## config.mk

```make
export PLATFORM = sky130hd
export DESIGN_NAME = score_result
export DESIGN_NICKNAME = d
export VERILOG_FILES = /design/src/verilog/worker_ctrl_pkg.sv /design/src/verilog/score_result.sv
export SDC_FILE = /design/constraint.sdc
export NUM_CORES = 1
export LEC_CHECK = 0
export BUFFER_PORTS_ARGS = -buffer_cell sky130_fd_sc_hd__buf_4
export CAP_MARGIN = 20
export CORE_AREA = 2 2 48 50
export CTS_BUF_LIST = sky130_fd_sc_hd__clkbuf_4 sky130_fd_sc_hd__clkbuf_8
export CTS_CLUSTER_DIAMETER = 50
export CTS_CLUSTER_SIZE = 12
export DETAILED_ROUTE_END_ITERATION = 10
export DIE_AREA = 0 0 50 52
export PLACE_DENSITY = 0.81
export SLEW_MARGIN = 20
export SYNTH_ARGS = -nofsm -noshare
export SYNTH_HDL_FRONTEND = slang
export SYNTH_SLANG_ARGS = --single-unit
```

## constraint.sdc

```tcl
create_clock -name clock_i -period 1.5 [get_ports clock_i]
set_input_delay 0.3 -clock clock_i [delete_from_list [all_inputs] [get_ports clock_i]]
set_output_delay 0.3 -clock clock_i [all_outputs]
set_load 0.05 [all_outputs]
```

## src/verilog/worker_ctrl_pkg.sv

```systemverilog
package worker_ctrl_pkg;

    // Tag returned with the result of a request
    typedef logic [7:0] req_id_t;

    // Scan engine states
    typedef enum logic [1:0] {
        IDLE,
        SCAN,
        DRAIN
    } scan_state_t;

    // Score holds up to max_len qualities of 8 bits each
    function automatic int score_width(input int max_len);
        return 8 + $clog2(max_len);
    endfunction

endpackage

```

## src/verilog/score_result.sv

```systemverilog
`timescale 1ns/10ps

module score_result #(
    parameter int MAX_SEQUENCE_LENGTH = 2048
) (
    input  logic                                clock_i,
    input  logic                                reset_i,
    input  logic                                finish_i,
    input  logic [worker_ctrl_pkg::score_width(MAX_SEQUENCE_LENGTH)-1:0] score_i,
    input  worker_ctrl_pkg::req_id_t            id_i,
    input  logic                                result_ready_i,
    output logic                                result_valid_o,
    output logic [worker_ctrl_pkg::score_width(MAX_SEQUENCE_LENGTH)-1:0] result_score_o,
    output worker_ctrl_pkg::req_id_t            result_id_o,
    output logic                                done_o,
    output logic                                result_taken_o
);

    localparam int SCORE_W = worker_ctrl_pkg::score_width(MAX_SEQUENCE_LENGTH);

    logic                     valid_q;
    logic [SCORE_W-1:0]       score_q;
    worker_ctrl_pkg::req_id_t id_q;
    logic                     transfer;

    assign transfer = valid_q && result_ready_i;

    // Valid holds until the consumer takes the result
    always_ff @(posedge clock_i) begin
        if (reset_i) begin
            valid_q <= 1'b0;
        end else if (finish_i) begin
            valid_q <= 1'b1;
        end else if (transfer) begin
            valid_q <= 1'b0;
        end
    end

    always_ff @(posedge clock_i) begin
        if (finish_i) begin
            score_q <= score_i;
            id_q    <= id_i;
        end
    end

    assign result_valid_o = valid_q;
    assign result_score_o = score_q;
    assign result_id_o    = id_q;

    // Same cycle as the handshake
    assign done_o         = transfer;
    assign result_taken_o = transfer;

endmodule

```

==> reports/results.tsv <==
stage	metric	value	unit
clock_network	cts_tree	built	
hold_path	hp-class	input port to register	
yosys	ys_ff_latch	28	
clock_network	cts_max_level	1	
worst_setup_path	start_kind	register	
worst_setup_path	arrival	1010	ps
detailed_routing	dr.pass1.iters	2	
outcome	status	completed	
timing	worst_pin_slew	335	ps
power_and_ir_drop	power_density	1200	nW/µm²
timing	slew_headroom	77.7	%
worst_setup_path	critPathTopFamily	flip-flops	
clock_network	cts-resized-gates	0	
worst_setup_path	cpMaxStageDelayCell	dfxtp_2	
power_and_ir_drop	peakVddDrop	0.000848	V
clock_network	cts.sinks	28	
timing	finalSetupViolCount	0	
placement	portBuffers	60	
yosys	avgSynthCellArea	26.2	µm²
timing	setup_tns	0	ps
timing	finalHoldViolCount	0	
timing	fin_skew	0	ps
global_route	grt_usage	11.4	%
floorplan	rows	17	
finish	diodes	0	
global_route	grt_max_degree	29	
clock_network	cts_setup_buffers	0	
global_route	grt_overflow	0	
timing	period_share	87.1	%
global_route	antenna_found_initial	0	
finish	drive_above_1_share	69.8	%
detailed_routing	ant_nets	0	
finish	final_cell_mix	buf_4, edfxtp_1, clkbuf_4	
floorplan	die_y	52	µm
floorplan	initial_core_util	41.1	%
worst_setup_path	critPathRequiredTime	1200	ps
finish	fin_util	65.2	%
worst_setup_path	worstPathMaxFanout	3	
timing	fmax	0.766	GHz
finish	area_growth	58.9	%
detailed_routing	vias	529	
timing	rsz0062_at_grt	no	
timing	slew_viol_final	0	
worst_setup_path	worst-path-buf-inv	1	
yosys	mappedNetlistNets	64	
yosys	yosysUniqueCellTypes	7	
clock_network	cts_hold_buf	0	
power_and_ir_drop	power.leakage	0.593	nW
placement	gp_congestion	0.631	
global_route	grt_pass1_wl	2130	µm
global_route	grt_pass1_vias	529	
run	cap_viol_max_count	0	
floorplan	die_w	50	µm
finish	mostFrequentLayoutCell	buf_4	
detailed_routing	post_drt_wl_per_cell	11.4	µm
yosys	synth_area	865	µm²
clock_network	root_buffer	clkbuf_4	
worst_setup_path	setup.worst_path.class	register to primary output	
clock_network	cts_buffers	3	
clock_network	clk_pin_slew_worst_paths	120	ps
floorplan	core_area	2110	µm²
yosys	seq_area_frac_synth	96.1	%
worst_setup_path	cpPeakStageDelay	350	ps
floorplan	ios	61	
yosys	synth_cells	33	
detailed_routing	drtIter0Drc	1	
clock_network	worstSkewPairLatency	300	ps
detailed_routing	drc	0	
worst_setup_path	cp_cell_sequence	and2_2 -> buf_4	
worst_setup_path	end_kind	primary output	
yosys	yosys_warnings	0	
detailed_routing	wirelength	1410	µm
timing	min_period	1310	ps
detailed_routing	vias_per_cell	4.27	
finish	nNetsFinal	128	
clock_network	clk_path_buf_depth	2	
finish	nFillCells	151	
floorplan	dieArea	2600	µm²
==> Yosys cell counts, drive strengths merged <==
library cell,n,area (µm²)
nand2b,1,6.26
and2,1,7.51
edfxtp,27,811
buf,1,7.51
a21oi,1,8.76
dfxtp,1,20.0
inv,1,3.75
==> area by class of cell <==
| cell class | count | area [µm²] | share of cell area, % |
|---|---|---|---|
| tap | 28 | 35.0 | 2.55 |
| sequential | 28 | 832 | 60.6 |
| clock buffer | 4 | 30.0 | 2.19 |
| inverter | 1 | 3.75 | 0.273 |
| multi-input combinational | 3 | 22.5 | 1.64 |
| timing repair buffer | 60 | 450 | 32.8 |
==> flip-flops by register name, indices dropped and copies added (netlist names) <==
register,flops
result_score_o,19
result_id_o,8
result_valid_o,1
==> path summary, 6_finish.rpt <==
check | startpoint | to | slack (ps) | cells after the start
worst max-delay path | result_valid_o | result_taken_o | 190 | 2
worst min-delay path | reset_i | result_valid_o | 130 | 2
worst max register to register | result_valid_o | result_valid_o | 890 | 2
worst min register to register | result_valid_o | result_valid_o | 500 | 2
==> per-layer routing <==
metal / GRT usage (%) / wire, µm / vias to the layer above
met5: 0 / 0 / -
met4: 4.17 / 0 / 0
met3: 5.17 / 181 / 0
met2: 19.7 / 714 / 42
met1: 12.1 / 514 / 236
li1: - / - / 251
==> stage by stage <==
stage / instances / hold WS (ps) / total power, mW / worst slack [ps] / instance area [µm²]
floorplan: 33 / 355 / 1.19 / 98.4 / 866
global placement: 120 / 448 / 1.35 / 425 / 1340
detailed placement: 120 / 453 / 1.36 / 415 / 1340
CTS: 124 / 113 / 1.67 / 175 / 1370
global route: 124 / 102 / 1.70 / 151 / 1370
finish: 124 / 129 / 1.64 / 194 / 1370
==> cell families (layout without fill, tap and decap cells) <==
kind of cell | count (synthesis) | after routing | share of synthesized area (%)
simple gates | 2 | 2 | 1.59
buf+inv | 2 | 65 | 1.30
flops | 28 | 28 | 96.1
compound gates | 1 | 1 | 1.01
==> where the power goes <==
part           internal, mW  switching [mW]
Sequential            0.924          0.0163
Clock                 0.122           0.187
Combinational         0.127           0.266
(Power assumes the default switching activity.)
