### src/verilog/seq_format_pkg.sv
package seq_format_pkg;

    // Nucleotide code, A=0 C=1 G=2 T=3
    typedef logic [1:0] base_t;

    // Phred scaled base quality
    typedef logic [7:0] quality_t;

    localparam int WORD_WIDTH     = 32;
    localparam int BASES_PER_WORD = WORD_WIDTH / $bits(base_t);
    localparam int QUALS_PER_WORD = WORD_WIDTH / $bits(quality_t);

    // Target memory of a stream word
    typedef enum logic [1:0] {
        STORE_R,
        STORE_Q,
        STORE_H
    } store_type_t;

    // One stream word, seen as bases or as qualities
    // Element 0 sits in the low bits of the word
    typedef union packed {
        base_t    [BASES_PER_WORD-1:0] bases;
        quality_t [QUALS_PER_WORD-1:0] quals;
    } stream_word_u;

endpackage

### src/verilog/seq_mem_if.sv
`timescale 1ns/10ps

interface seq_mem_if #(
    parameter int ADDR_WIDTH = 9
);

    // Write port, filled from the stream
    logic                                  write_en;
    logic [ADDR_WIDTH-1:0]                 write_addr;
    logic [seq_format_pkg::WORD_WIDTH-1:0] write_data;

    // Read port, data comes back one cycle after read_en
    logic                                  read_en;
    logic [ADDR_WIDTH-1:0]                 read_addr;
    logic [seq_format_pkg::WORD_WIDTH-1:0] read_data;

    modport writer (output write_en, write_addr, write_data);

    modport reader (output read_en, read_addr, input read_data);

    modport memory (
        input  write_en, write_addr, write_data, read_en, read_addr,
        output read_data
    );

endinterface

### src/verilog/stream_store_decode.sv
`timescale 1ns/10ps

module stream_store_decode #(
    parameter int MAX_SEQUENCE_LENGTH = 2048
) (
    input  logic                                  clock_i,
    input  logic                                  reset_i,
    input  logic                                  stream_valid_i,
    input  logic [seq_format_pkg::WORD_WIDTH-1:0] stream_data_i,
    input  seq_format_pkg::store_type_t           stream_type_i,
    seq_mem_if.writer                             read_base_mem,
    seq_mem_if.writer                             read_qual_mem,
    seq_mem_if.writer                             hap_base_mem
);

    localparam int ADDR_W = $clog2(MAX_SEQUENCE_LENGTH / 4);

    logic                                  valid_q;
    logic [seq_format_pkg::WORD_WIDTH-1:0] data_q;
    seq_format_pkg::store_type_t           type_q;
    logic [ADDR_W-1:0]                     word_count_q;

    // Input stage, the stream is never back-pressured
    always_ff @(posedge clock_i) begin
        if (reset_i) begin
            valid_q <= 1'b0;
            type_q  <= seq_format_pkg::STORE_R;
        end else begin
            valid_q <= stream_valid_i;
            type_q  <= stream_type_i;
        end
    end

    always_ff @(posedge clock_i) begin
        data_q <= stream_data_i;
    end

    // Word counter restarts with every new type run
    always_ff @(posedge clock_i) begin
        if (reset_i) begin
            word_count_q <= '0;
        end else if (stream_type_i != type_q) begin
            word_count_q <= '0;
        end else if (valid_q) begin
            word_count_q <= word_count_q + 1'b1;
        end
    end

    // Shared write path, the enable picks the memory
    assign read_base_mem.write_data = data_q;
    assign read_qual_mem.write_data = data_q;
    assign hap_base_mem.write_data  = data_q;

    assign read_base_mem.write_addr = word_count_q;
    assign read_qual_mem.write_addr = word_count_q;
    assign hap_base_mem.write_addr  = word_count_q;

    assign read_base_mem.write_en = valid_q && (type_q == seq_format_pkg::STORE_R);
    assign read_qual_mem.write_en = valid_q && (type_q == seq_format_pkg::STORE_Q);
    assign hap_base_mem.write_en  = valid_q && (type_q == seq_format_pkg::STORE_H);

endmodule

### src/flat_wrapper.sv
// flat-port wrapper written by rule: the top's interface ports become plain ports
module stream_store_decode_flat 
#(
    parameter int MAX_SEQUENCE_LENGTH = 2048
)
  (clock_i, reset_i, stream_valid_i, stream_data_i, stream_type_i, read_base_mem_write_en, read_base_mem_write_addr, read_base_mem_write_data, read_qual_mem_write_en, read_qual_mem_write_addr, read_qual_mem_write_data, hap_base_mem_write_en, hap_base_mem_write_addr, hap_base_mem_write_data);
  seq_mem_if read_base_mem_i ();
  seq_mem_if read_qual_mem_i ();
  seq_mem_if hap_base_mem_i ();
  input  logic clock_i;
  input  logic reset_i;
  input  logic stream_valid_i;
  input  logic [seq_format_pkg::WORD_WIDTH-1:0] stream_data_i;
  input  seq_format_pkg::store_type_t stream_type_i;
  output wire logic [$bits(read_base_mem_i.write_en)-1:0] read_base_mem_write_en;
  output wire logic [$bits(read_base_mem_i.write_addr)-1:0] read_base_mem_write_addr;
  output wire logic [$bits(read_base_mem_i.write_data)-1:0] read_base_mem_write_data;
  output wire logic [$bits(read_qual_mem_i.write_en)-1:0] read_qual_mem_write_en;
  output wire logic [$bits(read_qual_mem_i.write_addr)-1:0] read_qual_mem_write_addr;
  output wire logic [$bits(read_qual_mem_i.write_data)-1:0] read_qual_mem_write_data;
  output wire logic [$bits(hap_base_mem_i.write_en)-1:0] hap_base_mem_write_en;
  output wire logic [$bits(hap_base_mem_i.write_addr)-1:0] hap_base_mem_write_addr;
  output wire logic [$bits(hap_base_mem_i.write_data)-1:0] hap_base_mem_write_data;
  assign read_base_mem_write_en = read_base_mem_i.write_en;
  assign read_base_mem_write_addr = read_base_mem_i.write_addr;
  assign read_base_mem_write_data = read_base_mem_i.write_data;
  assign read_qual_mem_write_en = read_qual_mem_i.write_en;
  assign read_qual_mem_write_addr = read_qual_mem_i.write_addr;
  assign read_qual_mem_write_data = read_qual_mem_i.write_data;
  assign hap_base_mem_write_en = hap_base_mem_i.write_en;
  assign hap_base_mem_write_addr = hap_base_mem_i.write_addr;
  assign hap_base_mem_write_data = hap_base_mem_i.write_data;
  stream_store_decode #(.MAX_SEQUENCE_LENGTH(MAX_SEQUENCE_LENGTH)) u_core (.clock_i(clock_i), .reset_i(reset_i), .stream_valid_i(stream_valid_i), .stream_data_i(stream_data_i), .stream_type_i(stream_type_i), .read_base_mem(read_base_mem_i), .read_qual_mem(read_qual_mem_i), .hap_base_mem(hap_base_mem_i));
endmodule
### config.mk
export PLATFORM = sky130hd
export DESIGN_NAME = stream_store_decode_flat
export DESIGN_NICKNAME = d
export VERILOG_FILES = /design/src/verilog/seq_format_pkg.sv /design/src/verilog/seq_mem_if.sv /design/src/verilog/stream_store_decode.sv /design/src/flat_wrapper.sv
export SDC_FILE = /design/constraint.sdc
export NUM_CORES = 1
export LEC_CHECK = 0
export ABC_AREA = 0
export BUFFER_PORTS_ARGS = -buffer_cell sky130_fd_sc_hd__buf_4
export CAP_MARGIN = 20
export CORE_MARGIN = 2
export CORE_UTILIZATION = 40
export DETAILED_ROUTE_END_ITERATION = 6
export HOLD_SLACK_MARGIN = 0.08
export PLACE_DENSITY_LB_ADDON = 0.08
export REMOVE_ABC_BUFFERS = 1
export SLEW_MARGIN = 5
export SYNTH_ARGS = -nofsm -noshare
export SYNTH_HDL_FRONTEND = slang
export SYNTH_SLANG_ARGS = --single-unit
export TNS_END_PERCENT = 30
### constraint.sdc
create_clock -name clock_i -period 2.4 [get_ports clock_i]
set_clock_uncertainty 0.05 [all_clocks]
set_input_delay 0.36 -clock clock_i [delete_from_list [all_inputs] [get_ports clock_i]]
set_output_delay 0.36 -clock clock_i [all_outputs]
set_load 0.01 [all_outputs]
==> summary.txt, run 1 <==
Clock network
  – Reg clk slew, reported paths: roughly 80 ps
  – Postcts setup bufs: 0
  – Number of CTS-inserted buffers: 5
  – Post-CTS Hold Fix Bufs: 0
  – Post-CTS sizing: 0
  – Clock Path Buffers: 2
  – Clock tree sinks: 44
  – H-tree lvl count: 2
  – Clock root buffer: clkbuf_8
  – Latest clock arrival within the worst-skew pair: roughly 290 ps
  – CTS tree: done

Floorplanning
  – Die area: 4990 um^2
  – IO Count: 163
  – Die height: 70.7 um
  – Initial Util: 0.411
  – Die width: 70.7 um
  – Row count: 24
  – Core area: 4320 um^2

Synthesis
  – Syn_area_per_cell: roughly 11 um^2
  – Yosys reg bits: 44
  – Area fraction of the dominant cell type after synthesis: 0.495
  – Seq/Total Area, Yosys: 0.495
  – Yosys warns: 0
  – Top area cells in the synthesized netlist: dfxtp_1 50%, buf_4 35%, xor2_1 2.5%
  – Cell taking the most area after synthesis: dfxtp_1
  – Mapped cell area: roughly 1800 um^2
  – Mapped Cells: 169
  – Synth unique cells: 20

STA
  – Max-slew headroom: 0.753
  – Worst slew pin tran: 371 ps
  – Max Slew Vio Count: 0
  – Setup ws final: 751 ps
  – F_max: ~610 MHz
  – RSZ-0062 raised after global routing: false
  – Hold Vio Cnt, Final: 0
  – Hold Worst Slack: 115 ps
  – Final min period: 1650 ps
  – Final setup violation count: 0
  – Fin Setup TNS: 0 ps
  – Final worst path period share: 0.687

Finish
  – Ant. Diodes: 0
  – Multi-input logic area: 270 um^2
  – Storage element area: 881 um^2
  – Fill cell count: 390
  – Layout area overhead: 42.3%
  – Utilization after layout: 0.585
  – Layout cells sized above 1: 0.682
  – # nets final: between 200 and 300

Worst setup path
  – Flop2flop setup slack: 870 ps
  – Crit path launch type: register
  – Max FO, Critical Path: 9
  – Reg2reg path depth: 3
  – Critical path class: reg -> out
  – Crit end category: primary output
  – Crit path DAT: 1240 ps
  – Worst Path Required: between 1500 and 2000 ps

Route
  – Initial DRC count: 38
  – WL per Instance: 13.0 um
  – Final wirelength: 4.00 mm
  – Via density: slightly above 4
  – Residual DRC count: 0
  – Via count: 1,265
  – DRT antenna net count: 0
  – Drt first pass iters: 4

Power
  – Sequential Power Share: 0.530
  – Clock Power Share: 0.316
  – Final total power: 0.00149 W
  – Cell internal pwr: 0.00114 W
  – P_sw: 0.000357 W
  – Switching Share: 0.239
  – Power per cell area: 591 nW/um^2
  – Max VDD drop: 0.353 mV
  – Pleak: 1.29 nW
  – Combinational share of power: 0.154

Placement
  – Port Buf Inserts: 162
  – Pre-CTS setup slack: 889 ps
  – Final Wtd Congestion: around 0.69
  – Final HPWL DP: ~3.3 mm

Global routing
  – Vias in the first global route: 1,132
  – Overflow after GRT: 0
  – Largest net degree at the start of global routing: 15
  – Gr usage total: 0.154
  – First-pass GRT wire length: 5.78 mm
  – Number of antenna violations at the first check in global routing: 0

Run
  – Number of max-cap violations: 0

Hold path
  – Hold Path Stages: 1
  – Hold Path Class: in -> reg

Outcome
  – Outcome: finished clean
-- per-stage QoR --
step                cells  area (um^2)
global route          307         2530
CTS                   307         2530
global placement      299         2430
floorplan              85         1150
finish                307         2530
detailed placement    299         2430
-- layout by cell type, fill, tap and decap left out, drive strengths merged, types with 2 or more instances in the layout --
cell and n:
or3 4, nor2b 3, o21ai 3, clkbuf 6
nand2 5, nand4 4, clkinvlp 2, dfxtp 44
a21oi 4, xor2 5, nor2 6, buf 162
-- power by group through the flow --
stage	sequential, W	clock, W	combinational (W)
after floorplan	0.000850	0	0.0000103
after global placement	0.000808	0	0.000234
after detailed placement	0.000809	0	0.000234
after CTS	0.000793	0.000498	0.000234
after global routing	0.000798	0.000532	0.000243
final	0.000792	0.000472	0.000231
-- critical path, stage by stage (launching register included) --
cell and delay [ps]:
dfxtp_1 550, nor3b_1 250, buf_4 160
-- layout make-up --
| class | instances | area share |
|---|---|---|
| repair buffers | 162 | 0.481 |
| clock buffers | 6 | 0.0326 |
| flip-flops and latches | 44 | 0.348 |
| multi-input cells | 41 | 0.107 |
| well taps | 52 | 0.0257 |
| clock inverters | 2 | 0.00593 |
-- cells by family (layout without fill, tap and decap cells) --
group,after synthesis,count (layout),synth area share
adders and majority gates,1,1,0.00704
muxes,1,1,0.00563
xor gates and xnor gates,6,6,0.0296
AOI/OAI and AO/OA,8,8,0.0239
and+or+nand+nor,25,25,0.0859
DFF,44,44,0.495
buffers and inverters,84,170,0.353
-- synth_stat cells --
master and number:
nor2b_1 3, xor2_1 5, mux2i_1 1, o21ai_0 3, dfxtp_1 44, a21oi_1 4
nand4_4 1, or3_2 3, nand4_1 3, nor2_1 6, o31ai_1 1, or3_1 1
xnor2_1 1, buf_4 83, nor3b_1 1, nand2_1 5, ha_1 1, and3b_1 1
clkbuf_1 1, or4_1 1
-- state kept, by name, indices dropped and copies added (netlist names) --
name                            count
u_core.type_q                       2
u_core.hap_base_mem.write_addr      9
u_core.hap_base_mem.write_data     32
u_core.valid_q                      1
-- worst paths after layout --
path / from / end
setup / recovery: u_core.valid_q / read_base_mem_write_en
hold / removal: stream_data_i[1] / u_core.hap_base_mem.write_data[1]
setup reg to reg: u_core.valid_q / u_core.hap_base_mem.write_addr[7]
hold reg to reg: u_core.hap_base_mem.write_addr[8] / u_core.hap_base_mem.write_addr[8]
-- metal layers --
layer  global-route usage  vias to the layer above  wire length [um]
li1                     -                      623                 -
met4               0.0629                        0                48
met5                    0                        -                 0
met1                0.159                      557              1330
met3               0.0655                        4               431
met2                0.275                       81              2180
(Power assumes the default switching activity.)
==> inputs of run 2 (changes only) <==
Settings changed: CORE_UTILIZATION 40 to 37.
Clock period 2.4 ns to 1.7 ns, I/O delays scaled along.
==> summary.txt, run 2 (synthesis gave the netlist of run 1 again) <==
Placement
  – Port Buf Inserts: approximately 160
  – Final HPWL DP: 3.24 mm
  – Final Wtd Congestion: approximately 0.73
  – Dpl cells: 305
  – Post-DP Area: 2460 um^2

Floorplanning
  – Die width: 73.3 um
  – IO Count: ~160
  – Die area: ~5400 um^2
  – Core area: ~4700 um^2
  – Initial Util: 0.379
  – Die height: 73.3 um
  – Row count: 25

Finish
  – Layout area overhead: 61.2%
  – Ant. Diodes: 0
  – Design area: around 2900 um^2
  – # nets final: approximately 330
  – Storage element area: 881 um^2
  – Most frequent cells in the layout: 166 x buf_4, 44 x dfxtp_1, 32 x dlygate4sd3_1
  – Post-route insts no fill: 344
  – Max reg flops: 32
  – Fill cell count: 379
  – Commonest non-fill, non-tap cell in the layout: buf_4
  – Multi-input logic area: approximately 270 um^2
  – Layout cells sized above 1: 0.610

Hold path
  – Hold Path Stages: 2
  – Worst Hold End: u_core.type_q[0]
  – Hold Crit Start: reset_i
  – Hold Path Class: in -> reg

Clock network
  – H-tree lvl count: 2
  – Clock Path Buffers: 2
  – Number of CTS-inserted buffers: 5
  – Reg clk slew, reported paths: 80 ps
  – Latest clock arrival within the worst-skew pair: ~280 ps
  – Clock root buffer: clkbuf_8
  – Clock tree sinks: between 40 and 50
  – Post-CTS sizing: 0
  – CTS tree: done

Global routing
  – Number of antenna violations at the first check in global routing: 0
  – Overflow after GRT: 0
  – Vias in the first global route: 1,272
  – First-pass GRT wire length: ~6.2 mm
  – Largest net degree at the start of global routing: 14
  – Gr usage total: 0.153

Route
  – Met3 WL: 408 um
  – Final wirelength: 4.29 mm
  – WL per Instance: 12.5 um
  – Initial DRC count: 18
  – Highest routed layer: met4
  – Routed metal-1 wire length: approximately 1.6 mm
  – Drt first pass iters: 3
  – Residual DRC count: 0
  – Via density: 4.13
  – DRT antenna net count: 0
  – Via count: 1,422
  – Met2 Wirelength: about 2.3 mm

Power
  – P_sw: 0.000505 W
  – Cell internal pwr: approximately 0.0016 W
  – Power per cell area: 736 nW/um^2
  – Combinational share of power: 0.186
  – Clock Power Share: 0.285
  – Max VDD drop: around 0.44 mV
  – Pleak: 1.44 nW
  – Sequential Power Share: 0.528
  – Switching Share: 0.239

STA
  – Hold Vio Cnt, Final: 0
  – Max Slew Vio Count: 0
  – Fin Setup TNS: 0 ps
  – F_max: around 670 MHz
  – Worst slew pin tran: 328 ps
  – RSZ-0062 raised after global routing: false
  – Final setup violation count: 0
  – Final min period: 1500 ps
  – Max-slew headroom: 0.781
  – Final worst path period share: 0.879

Worst setup path
  – Worst reg2reg startpoint: u_core.hap_base_mem.write_addr[1]
  – Crit path DAT: around 1700 ps
  – Worst reg2reg endpoint: u_core.hap_base_mem.write_addr[8]
  – Critical path class: reg -> reg
  – Crit end category: register
  – Reg2reg path depth: 4
  – Flop2flop setup slack: 200 ps
  – Worst Path Required: between 1500 and 2000 ps
  – Crit path launch type: register
  – Max FO, Critical Path: 7

Run
  – Number of max-cap violations: 0

Outcome
  – Outcome: finished clean
==> run 2: cell count changes in the layout (fill, tap and decap cells not counted) <==
cell | previous run | this run
clkinv_2 | 0 | 1
clkbuf_8 | 6 | 5
clkinvlp_4 | 2 | 1
buf_4 | 162 | 166
dlygate4sd3_1 | 0 | 32
==> run 2: timing repair <==
item                      in CTS  in global routing
setup buffers                  0                  0
hold endpoints to repair      32                  0
hold buffers                  32                  0
==> run 2: power groups by stage <==
| stage | logic [W] | registers (W) | clock network, W |
|---|---|---|---|
| 2_1_floorplan | 0.0000145 | 0.00120 | 0 |
| 3_3_place_gp | 0.000336 | 0.00114 | 0 |
| 3_5_place_dp | 0.000336 | 0.00114 | 0 |
| 4_1_cts | 0.000397 | 0.00112 | 0.000631 |
| 5_1_grt | 0.000417 | 0.00112 | 0.000671 |
| 6_report | 0.000393 | 0.00111 | 0.000602 |
==> run 2: how the worst max path moves through the flow <==
stage | slack, ps | cells past startpoint | startpoint | endpoint
5_1_grt | 140 | 3 | u_core.valid_q | read_base_mem_write_en
3_3_place_gp | 270 | 4 | u_core.hap_base_mem.write_addr[1] | u_core.hap_base_mem.write_addr[8]
3_5_place_dp | 220 | 4 | u_core.hap_base_mem.write_addr[1] | u_core.hap_base_mem.write_addr[8]
4_1_cts | 190 | 3 | u_core.valid_q | read_base_mem_write_en
2_1_floorplan | 120 | 4 | u_core.hap_base_mem.write_addr[0] | u_core.hap_base_mem.write_addr[8]
6_report | 200 | 4 | u_core.hap_base_mem.write_addr[1] | u_core.hap_base_mem.write_addr[8]
==> run 2: per-stage QoR <==
| stage | utilization | hold WS [ps] | setup slack [ps] | total power, W |
|---|---|---|---|---|
| 2_1_floorplan | - | 233 | 120 | 0.00121 |
| 3_3_place_gp | 0.525 | 309 | 269 | 0.00147 |
| 3_5_place_dp | 0.525 | 310 | 224 | 0.00147 |
| 4_1_cts | 0.611 | 87.9 | 190 | 0.00214 |
| 5_1_grt | 0.611 | 80.7 | 139 | 0.00221 |
| 6_report | 0.611 | 97.4 | 205 | 0.00211 |
==> run 2: final cells by class <==
class,count,share of cell area
well taps,54,0.0236
repair buffers,198,0.546
clock buffers,5,0.0240
flip-flops and latches,44,0.307
clock inverters,2,0.00436
multi-input cells,41,0.0943
==> run 2: worst max-delay path, stage by stage (launching register included) <==
cell and delay, ps:
dfxtp_1 440, ha_1 260, nand4_1 120, or3_2 420, a21oi_1 140
==> run 2: per-layer routing <==
layer  vias to the layer above  track usage
li1                        698            -
met1                       633        0.169
met2                        86        0.277
met3                         5       0.0508
met4                         0       0.0485
met5                         -            0
