<file path="src/verilog/seq_format_pkg.sv">
package seq_format_pkg;

    // Nucleotide code, A=0 C=1 G=2 T=3
    typedef logic [1:0] base_t;

    // Phred scaled base quality
    typedef logic [7:0] quality_t;

    localparam int WORD_WIDTH     = 32;
    localparam int BASES_PER_WORD = WORD_WIDTH / $bits(base_t);
    localparam int QUALS_PER_WORD = WORD_WIDTH / $bits(quality_t);

    // Target memory of a stream word
    typedef enum logic [1:0] {
        STORE_R,
        STORE_Q,
        STORE_H
    } store_type_t;

    // One stream word, seen as bases or as qualities
    // Element 0 sits in the low bits of the word
    typedef union packed {
        base_t    [BASES_PER_WORD-1:0] bases;
        quality_t [QUALS_PER_WORD-1:0] quals;
    } stream_word_u;

endpackage

</file>
<file path="src/verilog/worker_ctrl_pkg.sv">
package worker_ctrl_pkg;

    // Tag returned with the result of a request
    typedef logic [7:0] req_id_t;

    // Scan engine states
    typedef enum logic [1:0] {
        IDLE,
        SCAN,
        DRAIN
    } scan_state_t;

    // Score holds up to max_len qualities of 8 bits each
    function automatic int score_width(input int max_len);
        return 8 + $clog2(max_len);
    endfunction

endpackage

</file>
<file path="src/verilog/seq_mem_if.sv">
`timescale 1ns/10ps

interface seq_mem_if #(
    parameter int ADDR_WIDTH = 9
);

    // Write port, filled from the stream
    logic                                  write_en;
    logic [ADDR_WIDTH-1:0]                 write_addr;
    logic [seq_format_pkg::WORD_WIDTH-1:0] write_data;

    // Read port, data comes back one cycle after read_en
    logic                                  read_en;
    logic [ADDR_WIDTH-1:0]                 read_addr;
    logic [seq_format_pkg::WORD_WIDTH-1:0] read_data;

    modport writer (output write_en, write_addr, write_data);

    modport reader (output read_en, read_addr, input read_data);

    modport memory (
        input  write_en, write_addr, write_data, read_en, read_addr,
        output read_data
    );

endinterface

</file>
<file path="src/verilog/mismatch_scan_execute.sv">
`timescale 1ns/10ps

module mismatch_scan_execute #(
    parameter int MAX_SEQUENCE_LENGTH = 2048
) (
    input  logic                                   clock_i,
    input  logic                                   reset_i,
    input  logic                                   start_i,
    input  worker_ctrl_pkg::req_id_t               req_id_i,
    input  logic [$clog2(MAX_SEQUENCE_LENGTH)-1:0] req_len_min_1_i,
    output logic                                   ready_o,
    input  logic                                   result_taken_i,
    seq_mem_if.reader                              read_base_mem,
    seq_mem_if.reader                              read_qual_mem,
    seq_mem_if.reader                              hap_base_mem,
    output logic                                   finish_o,
    output logic [worker_ctrl_pkg::score_width(MAX_SEQUENCE_LENGTH)-1:0] score_o,
    output worker_ctrl_pkg::req_id_t               id_o
);

    localparam int LEN_W      = $clog2(MAX_SEQUENCE_LENGTH);
    localparam int ADDR_W     = $clog2(MAX_SEQUENCE_LENGTH / 4);
    localparam int BASE_SEL_W = $clog2(seq_format_pkg::BASES_PER_WORD);
    localparam int QUAL_SEL_W = $clog2(seq_format_pkg::QUALS_PER_WORD);
    localparam int SCORE_W    = worker_ctrl_pkg::score_width(MAX_SEQUENCE_LENGTH);

    worker_ctrl_pkg::scan_state_t state_q, state_d;
    worker_ctrl_pkg::req_id_t     id_q;
    logic [LEN_W-1:0]             len_q;
    logic [LEN_W-1:0]             pos_q;
    logic                         start_accept;
    logic                         issue;
    logic                         last_issue;

    logic [BASE_SEL_W-1:0] base_sel_q;
    logic [QUAL_SEL_W-1:0] qual_sel_q;
    logic                  rd_valid_q;
    logic                  rd_last_q;
    logic                  acc_last_q;
    logic                  finish_q;
    logic [SCORE_W-1:0]    score_q;

    seq_format_pkg::stream_word_u read_word;
    seq_format_pkg::stream_word_u qual_word;
    seq_format_pkg::stream_word_u hap_word;
    seq_format_pkg::base_t        read_base;
    seq_format_pkg::base_t        hap_base;
    seq_format_pkg::quality_t     base_qual;

    ////////////////////
    // Control
    ////////////////////

    assign ready_o      = (state_q == worker_ctrl_pkg::IDLE);
    assign start_accept = start_i && ready_o;
    assign issue        = (state_q == worker_ctrl_pkg::SCAN);
    assign last_issue   = issue && (pos_q == len_q);

    always_comb begin
        state_d = state_q;
        case (state_q)
            worker_ctrl_pkg::IDLE: begin
                if (start_i) begin
                    state_d = worker_ctrl_pkg::SCAN;
                end
            end
            worker_ctrl_pkg::SCAN: begin
                if (last_issue) begin
                    state_d = worker_ctrl_pkg::DRAIN;
                end
            end
            // Wait here until the result stage hands the score over
            worker_ctrl_pkg::DRAIN: begin
                if (result_taken_i) begin
                    state_d = worker_ctrl_pkg::IDLE;
                end
            end
            default: begin
                state_d = worker_ctrl_pkg::IDLE;
            end
        endcase
    end

    always_ff @(posedge clock_i) begin
        if (reset_i) begin
            state_q    <= worker_ctrl_pkg::IDLE;
            pos_q      <= '0;
            rd_valid_q <= 1'b0;
            rd_last_q  <= 1'b0;
            acc_last_q <= 1'b0;
            finish_q   <= 1'b0;
        end else begin
            state_q <= state_d;
            if (start_accept) begin
                pos_q <= '0;
            end else if (issue) begin
                pos_q <= pos_q + 1'b1;
            end
            // Last flag travels with the data, one stage past the final add
            rd_valid_q <= issue;
            rd_last_q  <= last_issue;
            acc_last_q <= rd_last_q;
            finish_q   <= acc_last_q;
        end
    end

    // Request latch
    always_ff @(posedge clock_i) begin
        if (start_accept) begin
            id_q  <= req_id_i;
            len_q <= req_len_min_1_i;
        end
    end

    ////////////////////
    // Memory reads
    ////////////////////

    assign read_base_mem.read_en = issue;
    assign read_qual_mem.read_en = issue;
    assign hap_base_mem.read_en  = issue;

    assign read_base_mem.read_addr = ADDR_W'(pos_q[LEN_W-1:BASE_SEL_W]);
    assign hap_base_mem.read_addr  = ADDR_W'(pos_q[LEN_W-1:BASE_SEL_W]);
    assign read_qual_mem.read_addr = pos_q[LEN_W-1:QUAL_SEL_W];

    // Selects line up with the word returned next cycle
    always_ff @(posedge clock_i) begin
        if (issue) begin
            base_sel_q <= pos_q[BASE_SEL_W-1:0];
            qual_sel_q <= pos_q[QUAL_SEL_W-1:0];
        end
    end

    assign read_word = read_base_mem.read_data;
    assign qual_word = read_qual_mem.read_data;
    assign hap_word  = hap_base_mem.read_data;

    assign read_base = read_word.bases[base_sel_q];
    assign hap_base  = hap_word.bases[base_sel_q];
    assign base_qual = qual_word.quals[qual_sel_q];

    ////////////////////
    // Accumulate
    ////////////////////

    always_ff @(posedge clock_i) begin
        if (start_accept) begin
            score_q <= '0;
        end else if (rd_valid_q && (read_base != hap_base)) begin
            score_q <= score_q + SCORE_W'(base_qual);
        end
    end

    assign finish_o = finish_q;
    assign score_o  = score_q;
    assign id_o     = id_q;

endmodule

</file>
<file path="src/flat_wrapper.sv">
// flat-port wrapper written by rule: the top's interface ports become plain ports
module mismatch_scan_execute_flat 
#(
    parameter int MAX_SEQUENCE_LENGTH = 2048
)
  (clock_i, reset_i, start_i, req_id_i, req_len_min_1_i, ready_o, result_taken_i, finish_o, score_o, id_o, read_base_mem_read_en, read_base_mem_read_addr, read_base_mem_read_data, read_qual_mem_read_en, read_qual_mem_read_addr, read_qual_mem_read_data, hap_base_mem_read_en, hap_base_mem_read_addr, hap_base_mem_read_data);
  seq_mem_if read_base_mem_i ();
  seq_mem_if read_qual_mem_i ();
  seq_mem_if hap_base_mem_i ();
  input  logic clock_i;
  input  logic reset_i;
  input  logic start_i;
  input  worker_ctrl_pkg::req_id_t req_id_i;
  input  logic [$clog2(MAX_SEQUENCE_LENGTH)-1:0] req_len_min_1_i;
  output logic ready_o;
  input  logic result_taken_i;
  output logic finish_o;
  output logic [worker_ctrl_pkg::score_width(MAX_SEQUENCE_LENGTH)-1:0] score_o;
  output worker_ctrl_pkg::req_id_t id_o;
  output wire logic [$bits(read_base_mem_i.read_en)-1:0] read_base_mem_read_en;
  output wire logic [$bits(read_base_mem_i.read_addr)-1:0] read_base_mem_read_addr;
  input wire logic [$bits(read_base_mem_i.read_data)-1:0] read_base_mem_read_data;
  output wire logic [$bits(read_qual_mem_i.read_en)-1:0] read_qual_mem_read_en;
  output wire logic [$bits(read_qual_mem_i.read_addr)-1:0] read_qual_mem_read_addr;
  input wire logic [$bits(read_qual_mem_i.read_data)-1:0] read_qual_mem_read_data;
  output wire logic [$bits(hap_base_mem_i.read_en)-1:0] hap_base_mem_read_en;
  output wire logic [$bits(hap_base_mem_i.read_addr)-1:0] hap_base_mem_read_addr;
  input wire logic [$bits(hap_base_mem_i.read_data)-1:0] hap_base_mem_read_data;
  assign read_base_mem_read_en = read_base_mem_i.read_en;
  assign read_base_mem_read_addr = read_base_mem_i.read_addr;
  assign read_base_mem_i.read_data = read_base_mem_read_data;
  assign read_qual_mem_read_en = read_qual_mem_i.read_en;
  assign read_qual_mem_read_addr = read_qual_mem_i.read_addr;
  assign read_qual_mem_i.read_data = read_qual_mem_read_data;
  assign hap_base_mem_read_en = hap_base_mem_i.read_en;
  assign hap_base_mem_read_addr = hap_base_mem_i.read_addr;
  assign hap_base_mem_i.read_data = hap_base_mem_read_data;
  mismatch_scan_execute #(.MAX_SEQUENCE_LENGTH(MAX_SEQUENCE_LENGTH)) u_core (.clock_i(clock_i), .reset_i(reset_i), .start_i(start_i), .req_id_i(req_id_i), .req_len_min_1_i(req_len_min_1_i), .ready_o(ready_o), .result_taken_i(result_taken_i), .read_base_mem(read_base_mem_i), .read_qual_mem(read_qual_mem_i), .hap_base_mem(hap_base_mem_i), .finish_o(finish_o), .score_o(score_o), .id_o(id_o));
endmodule
</file>
<file path="config.mk">
export PLATFORM = sky130hd
export DESIGN_NAME = mismatch_scan_execute_flat
export DESIGN_NICKNAME = d
export VERILOG_FILES = /design/src/verilog/seq_format_pkg.sv /design/src/verilog/worker_ctrl_pkg.sv /design/src/verilog/seq_mem_if.sv /design/src/verilog/mismatch_scan_execute.sv /design/src/flat_wrapper.sv
export SDC_FILE = /design/constraint.sdc
export NUM_CORES = 1
export LEC_CHECK = 0
export BUFFER_PORTS_ARGS = -buffer_cell sky130_fd_sc_hd__buf_2
export CORE_ASPECT_RATIO = 0.9
export CORE_MARGIN = 3
export CORE_UTILIZATION = 35
export DETAILED_ROUTE_END_ITERATION = 16
export GPL_TIMING_DRIVEN = 1
export PLACE_DENSITY = 0.69
export RECOVER_POWER = 100
export SETUP_SLACK_MARGIN = 0.4
export SLEW_MARGIN = 10
export SYNTH_ARGS = -nofsm -noshare
export SYNTH_HDL_FRONTEND = slang
export SYNTH_SLANG_ARGS = --single-unit
</file>
<file path="constraint.sdc">
create_clock -name clock_i -period 7.18 [get_ports clock_i]
set_input_delay 0.718 -clock clock_i [delete_from_list [all_inputs] [get_ports clock_i]]
set_output_delay 0.718 -clock clock_i [all_outputs]
set_load 0.005 [all_outputs]
</file>
==> results by group, run 1 <==
Placement
  • Number of buffers added on ports: 173
  • Cell total after placement: 585
  • RePlAce Congestion: 0.7901
  • Setup WS pre-CTS: about 3.4 ns
  • Standard cell area after detailed placement: 0.004305 mm^2
  • Estimated wirelength of the detail-placed design: between 7000 and 8000 um

Power
  • Worst VDD drop: about 0.12 mV
  • Cell leakage power: around 2.0 nW
  • Fraction of power consumed by the clock network: 0.427
  • Cell internal power dissipation: between 0.0006 and 0.0007 W
  • Switching Fraction: 0.2759
  • Total power per unit cell area: 208.8 mW/mm^2
  • Relative contribution of sequential cells to total power: 0.401
  • Net switching power: between 0.0002 and 0.0003 W
  • Proportion of power drawn by combinational gates: 0.172

Global route
  • GR Overflow Total: 0
  • Largest net degree at the start of global routing: 35
  • Via count of the first global-routing pass: 3,078
  • Initial antenna violation count: 0
  • Gr usage total: 0.1647
  • First-pass GRT wire length: 14,990 um

CTS
  • Post-CTS clock slew at the launch and capture registers of the worst setup and hold paths: 0.06 ns
  • H-Tree Depth: 3
  • Root Buffer: clkbuf_16
  • Post-CTS Setup Bufs: 0
  • Maximum root-to-sink buffer count: 2
  • Post-CTS sizing: 0
  • Number of clock buffers inserted by TritonCTS: 9
  • CTS Sinks: between 50 and 60
  • Clock tree from TritonCTS: done
  • Clock network latency to the later pin of the worst-skew pair: 0.33 ns
  • Hold buffers post-CTS: 0

Synthesis
  • Primary flip-flop cell chosen by synthesis mapping: dfxtp_1
  • Seq cells post-synth: around 60
  • Fraction of registers with async set or reset after synthesis: 0
  • Number of standard cells after synthesis: ~320
  • Sequential cell area fraction in the yosys report: 0.3939
  • Count of flip-flops with a built-in enable after synthesis: 23
  • Number of distinct library cells after synthesis: between 40 and 50
  • YS warnings: 0
  • Per-instance average area after synthesis: 11.06 um^2
  • Post-synthesis cell area: between 0.003 and 0.004 mm^2

Timing
  • Post-route clock skew: 0.005979 ns
  • Max transition margin: 0.01828
  • Slack of the critical path: ~2.7 ns
  • Final hold viol count: 0
  • Slew at the pin with the worst max-slew slack: between 1 and 1.5 ns
  • Number of pins with negative max-slew slack in the final report: 0
  • Fin crit share: 0.6278
  • Total negative setup slack: 0 ns
  • Achievable clock frequency: approximately 220 MHz
  • Setup repair after global routing missed its margin: no
  • Final critical-path required period: around 4.5 ns
  • Final-report setup violation count: 0

Routing
  • DR pass1 iterations: 4
  • Via density per instance: between 5 and 6
  • DR vias: just over 3,000
  • Wire length reported by the detailed router: approximately 9600 um
  • Remaining antenna violation count after routing: 0
  • Remaining design rule violation count: 0
  • Initial drt markers: between 100 and 150
  • Routed wire per std cell: roughly 16 um

Cells and area
  • Layout cells sized above 1: 0.3705
  • Layout Cell Area excl Fill: 0.004543 mm^2
  • Area Overhead vs Synth: 26.78%
  • Layout Cells excl Fill: 601
  • Number of nets in the final layout: 599
  • Final antenna diode count: 0
  • Fillers: 980

Worst hold path
  • Type of the worst min-delay path: flip-flop to flip-flop

Floorplanning
  • Die Span X: 112.7 um
  • Die Area: 0.01149 mm^2
  • Die outline height: 102.0 um
  • Placeable Area: a little under 0.01 mm^2
  • Std-Cell Rows: 34
  • Starting Density: 0.3647
  • Num ports: 178

Worst setup path
  • Critical-path top delay cell: clkbuf_1
  • Critical path start-end classification: flip-flop to flip-flop
  • Crit start category: flip-flop
  • Slowest cell delay on critical path: ~1.1 ns
  • Critical path capture point type: flip-flop
  • Worst Path Arrival: roughly 4.8 ns
  • Maximum net fanout on the critical path: 20
  • Cells along the critical path: clkbuf_1, mux4_2, ha_1, inv_1, fa_1, nor2b_1, o21a_1, o21ai_0, nand2_1, a31oi_1, o31ai_1, a21oi_1
  • Required time worst endpoint: roughly 7.4 ns
  • Count of buffer and inverter cells on the critical path: 2
  • Dominant delay contributor by cell family on the critical path: compound AO/OA/AOI/OAI gates

Outcome
  • Outcome: complete, no violations

Flow run
  • Max-cap viol count: 0
-- state kept, by name, indices dropped and copies added (netlist names) --
| name | count |
|---|---|
| u_core.qual_sel_q | 1 |
| u_core.state_q | 2 |
| u_core.score_o | 19 |
| u_core.base_sel_q | 3 |
| u_core.finish_o | 1 |
| u_core.acc_last_q | 1 |
| u_core.id_o | 8 |
| u_core.len_q | 11 |
| u_core.pos_q | 11 |
| u_core.rd_valid_q | 1 |
| u_core.rd_last_q | 1 |
-- synth_stat cells (all sizes together), types with 2 or more instances --
library cell / count / area, um^2
buf: 39 / 312.8
dfxtp: 36 / 720.7
mux4: 24 / 574.3
edfxtp: 23 / 690.7
xor2: 22 / 192.7
nand3: 21 / 110.1
nor2: 21 / 78.83
a21oi: 17 / 85.08
nand2: 17 / 63.81
o31ai: 12 / 90.09
or4: 10 / 75.07
ha: 9 / 112.6
nor2b: 8 / 50.05
and3: 6 / 37.54
inv: 6 / 22.52
o21ai: 6 / 33.78
nand2b: 5 / 31.28
a22oi: 4 / 35.03
clkbuf: 4 / 15.01
nor3: 4 / 20.02
o21a: 4 / 30.03
xnor2: 4 / 35.03
a211oi: 3 / 22.52
a21o: 2 / 15.01
clkinv: 2 / 7.510
nand4: 2 / 12.51
nor4: 2 / 12.51
o41ai: 2 / 17.52
-- through the flow --
step	utilization	hold slack, ns	total power, W
after floorplan	-	0.4138	0.0004936
after global placement	0.4381	0.4191	0.0005468
after detailed placement	0.4381	0.4261	0.0005540
after CTS	0.4670	0.4544	0.0009648
after global routing	0.4623	0.4692	0.0009967
final	0.4623	0.4529	0.0009486
-- kinds of logic (layout without fill, tap and decap cells) --
logic type	after synthesis	in the layout	share of synthesized area
adders and majority gates	10	10	0.03701
xor gates and xnor gates	26	26	0.06355
and+or+nand+nor	100	100	0.1453
other	1	4	0.001046
buffers and inverters	51	199	0.09986
DFF	59	59	0.3939
AOI/OAI and AO/OA	53	53	0.09916
muxes	24	24	0.1603
-- layout make-up --
type	instances	area, um^2	area share
Sequential cell	59	1411	0.3107
Inverter	8	30.03	0.006610
Clock inverter	7	58.81	0.01294
Clock buffer	9	225.2	0.04957
Tap cell	126	157.7	0.03470
Multi-Input combinational cell	217	1826	0.4018
Timing Repair Buffer	175	834.6	0.1837
-- final timing paths --
path / from / to / slack (ns) / depth (start not counted)
setup reg to reg: u_core.qual_sel_q[0]$_DFFE_PP_ / u_core.score_o[18]$_SDFFE_PP0P_ / 2.67 / 12
setup / recovery: u_core.qual_sel_q[0]$_DFFE_PP_ / u_core.score_o[18]$_SDFFE_PP0P_ / 2.67 / 12
hold reg to reg: u_core.acc_last_q$_SDFF_PP0_ / u_core.finish_o$_SDFF_PP0_ / 0.45 / 1
hold / removal: u_core.acc_last_q$_SDFF_PP0_ / u_core.finish_o$_SDFF_PP0_ / 0.45 / 1
-- power by group through the flow --
stage	registers, W	clock network (W)	logic, W
after floorplan	0.000381	0	0.000112
after global placement	0.000386	0	0.000161
after detailed placement	0.000387	0	0.000167
after CTS	0.000380	0.000417	0.000168
after global routing	0.000382	0.000432	0.000183
final	0.000380	0.000405	0.000163
-- cell usage in the layout, fill, tap and decap left out, types with 2 or more instances in the layout --
| cell type | count |
|---|---|
| buf_2 | 142 |
| mux4_1 | 9 |
| a211oi_1 | 3 |
| xor2_1 | 22 |
| o41ai_1 | 2 |
| edfxtp_1 | 23 |
| inv_1 | 6 |
| inv_6 | 3 |
| nand2_1 | 17 |
| nor3_1 | 4 |
| nor2_1 | 21 |
| dfxtp_1 | 36 |
| or4_1 | 10 |
| clkbuf_1 | 33 |
| nor4_1 | 2 |
| xnor2_1 | 4 |
| mux4_2 | 15 |
| nor2b_1 | 8 |
| ha_1 | 9 |
| o21a_1 | 4 |
| nand3_1 | 20 |
| and3_1 | 6 |
| clkinv_1 | 2 |
| a21oi_1 | 17 |
| nand4_1 | 2 |
| a22oi_1 | 3 |
| o21ai_0 | 5 |
| o31ai_1 | 12 |
| nand2b_1 | 5 |
| clkbuf_16 | 9 |
| a21o_1 | 2 |
| conb_1 | 4 |
-- metal layers --
| layer | wire [um] | GRT usage | up-vias |
|---|---|---|---|
| met2 | 4924 | 0.2887 | 110 |
| met3 | 682 | 0.05033 | 15 |
| met4 | 165 | 0.05268 | 0 |
| li1 | - | - | 1482 |
| met5 | 0 | 0 | - |
| met1 | 3853 | 0.1951 | 1463 |
(Power assumes the default switching activity.)
==> inputs of run 2 (changes only) <==
==> constraint.sdc (replaced) <==
create_clock -name clock_i -period 4.7 [get_ports clock_i]
set_input_delay 0.47 -clock clock_i [delete_from_list [all_inputs] [get_ports clock_i]]
set_output_delay 0.47 -clock clock_i [all_outputs]
set_load 0.005 [all_outputs]
==> results by group, run 2 (synthesis gave the netlist of run 1 again) <==
Worst setup path
  • Worst r2r src: u_core.qual_sel_q[0]$_DFFE_PP_
  • End of the worst register-to-register path: u_core.score_o[18]$_SDFFE_PP0P_
  • Cells along the critical path: buf_4, mux4_1, a22oi_1, nand3_1, xor2_1, o21ai_0, clkbuf_1, or4_1, a21oi_1
  • Slowest cell delay on critical path: 0.68 ns (-0.43 ns)
  • Critical path capture point type: flip-flop
  • Minimum setup slack among reg-to-reg paths: 0.94 ns (-1.73 ns)
  • Crit start category: flip-flop
  • Critical path start-end classification: flip-flop to flip-flop
  • Count of buffer and inverter cells on the critical path: 2 (unchanged)
  • Dominant delay contributor by cell family on the critical path: buffers and inverters
  • Worst Path Arrival: 3.98 ns (-0.77 ns)
  • Required time worst endpoint: 4.92 ns (-2.50 ns)
  • FF-to-FF path depth: 9 (-3)
  • Maximum net fanout on the critical path: 34 (+70%)
  • Critical-path top delay cell: or4_1

Routing
  • Max layer used: met4
  • Via density per instance: 5.081 (-0.53%)
  • Remaining design rule violation count: 0 (unchanged)
  • Met2 wire len: 4735 um (-3.8%)
  • Routed wire per std cell: 15.68 um (-2.1%)
  • Detailed-routing wirelength on met1: 4000 um (+3.8%)
  • Initial drt markers: 91 (-17%)
  • DR vias: 3,064 (-0.20%)
  • DR pass1 iterations: 4 (unchanged)
  • Remaining antenna violation count after routing: 0 (unchanged)
  • Wire length reported by the detailed router: 9456 um (-1.8%)
  • Wire length on met3: 635 um (-6.9%)

Timing
  • Final hold viol count: 0 (unchanged)
  • Number of pins with negative max-slew slack in the final report: 0 (unchanged)
  • Fin crit share: 0.7992 (+0.1715)
  • Final critical-path required period: 3.756 ns (-0.7510 ns)
  • Final-report setup violation count: 0 (unchanged)
  • Setup repair after global routing missed its margin: no
  • Slew at the pin with the worst max-slew slack: 1.364 ns (-0.1089 ns)
  • Achievable clock frequency: 266.2 MHz (+20%)
  • Post-route clock skew: 0.009981 ns (+0.004002 ns)
  • Max transition margin: 0.09088 (+0.07261)
  • Total negative setup slack: 0 ns (unchanged)

Floorplanning
  • Placeable Area: 0.009827 mm^2 (unchanged)
  • Num ports: 178 (unchanged)
  • Std-Cell Rows: 34 (unchanged)
  • Die Span X: 112.7 um (unchanged)
  • Die outline height: 102.0 um (unchanged)
  • Die Area: 0.01149 mm^2 (unchanged)
  • Starting Density: 0.3647 (unchanged)

CTS
  • Post-CTS sizing: 0 (unchanged)
  • Post-CTS Setup Bufs: 0 (unchanged)
  • Number of clock buffers inserted by TritonCTS: 9 (unchanged)
  • H-Tree Depth: 3 (unchanged)
  • Root Buffer: clkbuf_16
  • Clock network latency to the later pin of the worst-skew pair: 0.32 ns (about the same)
  • Maximum root-to-sink buffer count: 2 (unchanged)
  • Hold buffers post-CTS: 0 (unchanged)
  • CTS Sinks: 59 (unchanged)
  • Clock tree from TritonCTS: done
  • Post-CTS clock slew at the launch and capture registers of the worst setup and hold paths: 0.05 ns (about the same)

Flow run
  • Max-cap viol count: 0 (unchanged)

Cells and area
  • Final antenna diode count: 0 (unchanged)
  • Layout Cell Area excl Fill: 0.004583 mm^2 (+0.88%)
  • Leading cell types in the layout, fill and taps excluded: 145 x buf_2, 36 x dfxtp_1, 31 x clkbuf_1, 23 x edfxtp_1, 22 x xor2_1
  • Area Overhead vs Synth: 27.90%
  • Layout cells sized above 1: 0.3711 (+0.0005429)
  • Most common cell after layout, fill and taps aside: buf_2
  • Layout Cells excl Fill: 603 (+0.33%)
  • Number of nets in the final layout: 601 (+0.33%)
  • Max FFs per register: 19 (unchanged)

Placement
  • Estimated wirelength of the detail-placed design: 7330 um (-2.2%)
  • RePlAce Congestion: 0.8192 (+3.7%)
  • Number of buffers added on ports: 173 (unchanged)
  • Standard cell area after detailed placement: 0.004320 mm^2 (+0.35%)
  • Cell total after placement: 587 (+0.34%)

Global route
  • Gr usage total: 0.1622 (-0.002512)
  • Initial antenna violation count: 0 (unchanged)
  • GR Overflow Total: 0 (unchanged)
  • First-pass GRT wire length: 14,830 um (-1.1%)
  • Largest net degree at the start of global routing: 35 (unchanged)
  • Via count of the first global-routing pass: 3,031 (-1.5%)

Worst hold path
  • Worst hold stages: 1 (unchanged)
  • Hold endpoint: u_core.len_q[9]$_DFFE_PP_
  • Startpoint of the tightest hold check path: req_len_min_1_i[9]
  • Type of the worst min-delay path: input pin to flip-flop

Power
  • Overall Power: 0.001510 W (+59%)
  • Total power per unit cell area: 329.4 mW/mm^2 (+58%)
  • Worst VDD drop: 0.1525 mV (+22%)
  • Cell leakage power: 1.998 nW (+1.4%)

Outcome
  • Outcome: complete, no violations
## run 2: power breakdown
group / leakage, nW / total (W) / internal [W] / switching [W]
registers: 0.512 / 0.000581 / 0.000559 / 0.0000219
logic: 1.34 / 0.000248 / 0.000128 / 0.000120
clock network: 0.148 / 0.000681 / 0.000459 / 0.000222
## run 2: metal layers
| metal | up-vias | global-route usage |
|---|---|---|
| met5 | - | 0 |
| met4 | 0 | 0.04436 |
| met3 | 8 | 0.04026 |
| met2 | 100 | 0.2819 |
| met1 | 1472 | 0.2030 |
| li1 | 1484 | - |
## run 2: worst register-to-register path, delay by kind of cell (launching register included)
kind                   cells  cell delay (ns)
AO/OA/AOI/OAI              3             0.53
XOR/XNOR                   1             0.22
buffers and inverters      2             0.95
flip-flops                 1             0.51
multiplexers               1             0.64
AND/OR/NAND/NOR            2             0.82
## run 2: layout make-up
class | count | area [um^2]
Sequential cell | 59 | 1411
Multi-Input combinational cell | 217 | 1822
Tap cell | 126 | 157.7
Fill cell | 961 | 5244
Clock buffer | 10 | 229.0
Inverter | 8 | 30.03
Timing Repair Buffer | 177 | 853.3
Clock inverter | 6 | 80.08
## run 2: worst max path at each step
stage,startpoint,endpoint,slack [ns],cells past startpoint
global placement,u_core.base_sel_q[1]$_DFFE_PP_,u_core.score_o[15]$_SDFFE_PP0P_,1.30,9
finish,u_core.qual_sel_q[0]$_DFFE_PP_,u_core.score_o[18]$_SDFFE_PP0P_,0.94,9
CTS,u_core.base_sel_q[1]$_DFFE_PP_,u_core.score_o[18]$_SDFFE_PP0P_,1.17,12
global route,u_core.qual_sel_q[0]$_DFFE_PP_,u_core.score_o[18]$_SDFFE_PP0P_,0.63,9
floorplan,u_core.qual_sel_q[0]$_DFFE_PP_,u_core.score_o[11]$_SDFFE_PP0P_,1.65,11
detailed placement,u_core.base_sel_q[1]$_DFFE_PP_,u_core.score_o[13]$_SDFFE_PP0P_,1.20,9
## run 2: metrics by stage
stage / util / hold slack (ns) / worst slack [ns]
after floorplan: - / 0.4138 / 1.653
after global placement: 0.4396 / 0.4192 / 1.297
after detailed placement: 0.4396 / 0.4283 / 1.201
after CTS: 0.4711 / 0.3104 / 1.170
after global routing: 0.4664 / 0.3142 / 0.6283
final: 0.4664 / 0.3229 / 0.9437
==> inputs of run 3 (changes only) <==
==> constraint.sdc (replaced) <==
create_clock -name clock_i -period 3.55 [get_ports clock_i]
set_input_delay 0.355 -clock clock_i [delete_from_list [all_inputs] [get_ports clock_i]]
set_output_delay 0.355 -clock clock_i [all_outputs]
set_load 0.005 [all_outputs]
==> results by group, run 3 (synthesis gave the netlist of run 1 again) <==
Outcome
  • Outcome: complete, no violations

Floorplanning
  • Die Span X: 112.7 um (unchanged)
  • Std-Cell Rows: 34 (unchanged)
  • Die outline height: 102.0 um (unchanged)
  • Placeable Area: 0.009827 mm^2 (unchanged)
  • Die Area: 0.01149 mm^2 (unchanged)
  • Starting Density: 0.3647 (unchanged)
  • Num ports: 178 (unchanged)

Power
  • Total power per unit cell area: 433.9 mW/mm^2 (+32%)
  • Worst VDD drop: 0.2463 mV (+62%)
  • Cell leakage power: 2.063 nW (+3.3%)

Worst setup path
  • Dominant delay contributor by cell family on the critical path: simple AND/OR/NAND/NOR gates
  • Slowest cell delay on critical path: 0.62 ns (-0.06 ns)
  • Maximum net fanout on the critical path: 34 (unchanged)
  • Worst Path Arrival: 3.36 ns (-0.62 ns)
  • Cells along the critical path: buf_12, buf_4, mux4_1, a22oi_1, nand3_1, xor2_1, o21ai_2, clkbuf_2, or4_1, a21oi_1
  • Setup crit start: u_core.qual_sel_q[0]$_DFFE_PP_
  • Critical-path top delay cell: or4_1
  • Crit start category: flip-flop
  • Worst r2r src: u_core.qual_sel_q[0]$_DFFE_PP_
  • Count of buffer and inverter cells on the critical path: 3 (+1)
  • Critical path capture point type: flip-flop
  • Critical path start-end classification: flip-flop to flip-flop
  • Required time worst endpoint: 3.78 ns (-1.14 ns)

Global route
  • Largest net degree at the start of global routing: 35 (unchanged)
  • Via count of the first global-routing pass: 2,962 (-2.3%)
  • Gr usage total: 0.1575 (-0.004745)
  • GR Overflow Total: 0 (unchanged)
  • First-pass GRT wire length: 14,460 um (-2.5%)
  • Initial antenna violation count: 0 (unchanged)

Timing
  • Fin crit share: 0.8814 (+0.08221)
  • Post-route clock skew: 0.005179 ns (-0.004803 ns)
  • Final-report setup violation count: 0 (unchanged)
  • Number of pins with negative max-slew slack in the final report: 0 (unchanged)
  • Final hold viol count: 0 (unchanged)
  • Achievable clock frequency: 319.6 MHz (+20%)
  • Setup repair after global routing missed its margin: no
  • Slew at the pin with the worst max-slew slack: 1.073 ns (-0.2911 ns)
  • Max transition margin: 0.2849 (+0.1941)
  • Final critical-path required period: 3.129 ns (-0.6273 ns)
  • Total negative setup slack: 0 ns (unchanged)

Worst hold path
  • Type of the worst min-delay path: input pin to flip-flop
  • Startpoint of the tightest hold check path: req_id_i[7]

Routing
  • Remaining design rule violation count: 0 (unchanged)
  • Via density per instance: 5.108 (+0.52%)
  • Remaining antenna violation count after routing: 0 (unchanged)
  • Routed wire per std cell: 15.48 um (-1.3%)
  • DR pass1 iterations: 4 (unchanged)
  • Wire length reported by the detailed router: 9475 um (+0.20%)
  • Initial drt markers: 120 (+32%)
  • DR vias: 3,126 (+2.0%)

Cells and area
  • Leading cell types in the layout, fill and taps excluded: 148 x buf_2, 36 x dfxtp_1, 26 x clkbuf_1, 23 x edfxtp_1, 22 x xor2_1
  • Final antenna diode count: 0 (unchanged)
  • Area Overhead vs Synth: 30.69%
  • Layout cells sized above 1: 0.3992 (+0.02811)
  • Number of nets in the final layout: 610 (+1.5%)
  • Most common cell after layout, fill and taps aside: buf_2
  • Max FFs per register: 19 (unchanged)
  • Fillers: 932 (-3.0%)
  • Layout Cell Area excl Fill: 0.004683 mm^2 (+2.2%)

Placement
  • Standard cell area after detailed placement: 0.004363 mm^2 (+0.98%)
  • RePlAce Congestion: 0.8460 (+3.3%)
  • Number of buffers added on ports: 173 (unchanged)
  • Estimated wirelength of the detail-placed design: 7342 um (+0.16%)

CTS
  • Post-CTS clock slew at the launch and capture registers of the worst setup and hold paths: 0.05 ns (about the same)
  • CTS Sinks: 59 (unchanged)
  • Root Buffer: clkbuf_16
  • Maximum root-to-sink buffer count: 2 (unchanged)
  • H-Tree Depth: 3 (unchanged)
  • Clock tree from TritonCTS: done
  • Hold buffers post-CTS: 0 (unchanged)
  • Clock network latency to the later pin of the worst-skew pair: 0.32 ns (about the same)
  • Number of clock buffers inserted by TritonCTS: 9 (unchanged)

Flow run
  • Max-cap viol count: 0 (unchanged)
run 3: cell types whose count changed in the layout (fill, tap and decap cells not counted), sizes merged:
cell,delta
clkinvlp,+1
buf,+12
clkbuf,-4
run 3: path summary, 6_finish.rpt:
path         cells past startpoint  slack (ns)                               to
max                             10        0.42  u_core.score_o[14]$_SDFFE_PP0P_
min                              1        0.21         u_core.id_o[7]$_DFFE_PP_
max reg2reg                     10        0.42  u_core.score_o[14]$_SDFFE_PP0P_
min reg2reg                      1        0.44     u_core.acc_last_q$_SDFF_PP0_
run 3: report_power, final:
part	switching (W)	total (W)	internal, W
sequential	0.0000232	0.000763	0.000739
clock	0.000306	0.000917	0.000611
combinational	0.000171	0.000353	0.000182
total	0.000500	0.00203	0.00153
run 3: layout make-up:
cell class | instances | area, um^2 | area share
clock inverters | 7 | 92.59 | 0.01977
flip-flops and latches | 59 | 1411 | 0.3014
multi-input cells | 217 | 1828 | 0.3903
clock buffers | 9 | 225.2 | 0.04809
repair buffers | 186 | 938.4 | 0.2004
inverters | 8 | 30.03 | 0.006412
well taps | 126 | 157.7 | 0.03366
run 3: metrics by stage:
stage / util / hold WS, ns / cells / total power, W / worst slack [ns]
final: 0.4766 / 0.2063 / 612 / 0.002032 / 0.4210
after global routing: 0.4766 / 0.1971 / 612 / 0.002131 / 0.2227
after CTS: 0.4763 / 0.1988 / 607 / 0.002053 / 0.4923
after detailed placement: 0.4440 / 0.4242 / 591 / 0.001128 / 0.5149
after global placement: 0.4440 / 0.4235 / 591 / 0.001116 / 0.6141
after floorplan: - / 0.4138 / 327 / 0.0009983 / 0.5027
run 3: worst register-to-register path, cell delays in order (launching register included):
cell,delay (ns)
edfxtp_1,0.37
buf_12,0.15
buf_4,0.11
mux4_1,0.55
a22oi_1,0.21
nand3_1,0.11
xor2_1,0.27
o21ai_2,0.10
clkbuf_2,0.38
or4_1,0.64
a21oi_1,0.15
run 3: per-layer routing:
metal	global-route usage	wire, um	vias up
met3	0.04559	732	11
met1	0.1935	3831	1490
li1	-	-	1497
met5	0	0	-
met4	0.04898	110	0
met2	0.2700	4800	128
run 3: timing repair:
action | in CTS | in global routing
gates resized for setup | 0 | 2
setup endpoints to repair | 0 | 10
buffers inserted | 0 | 5
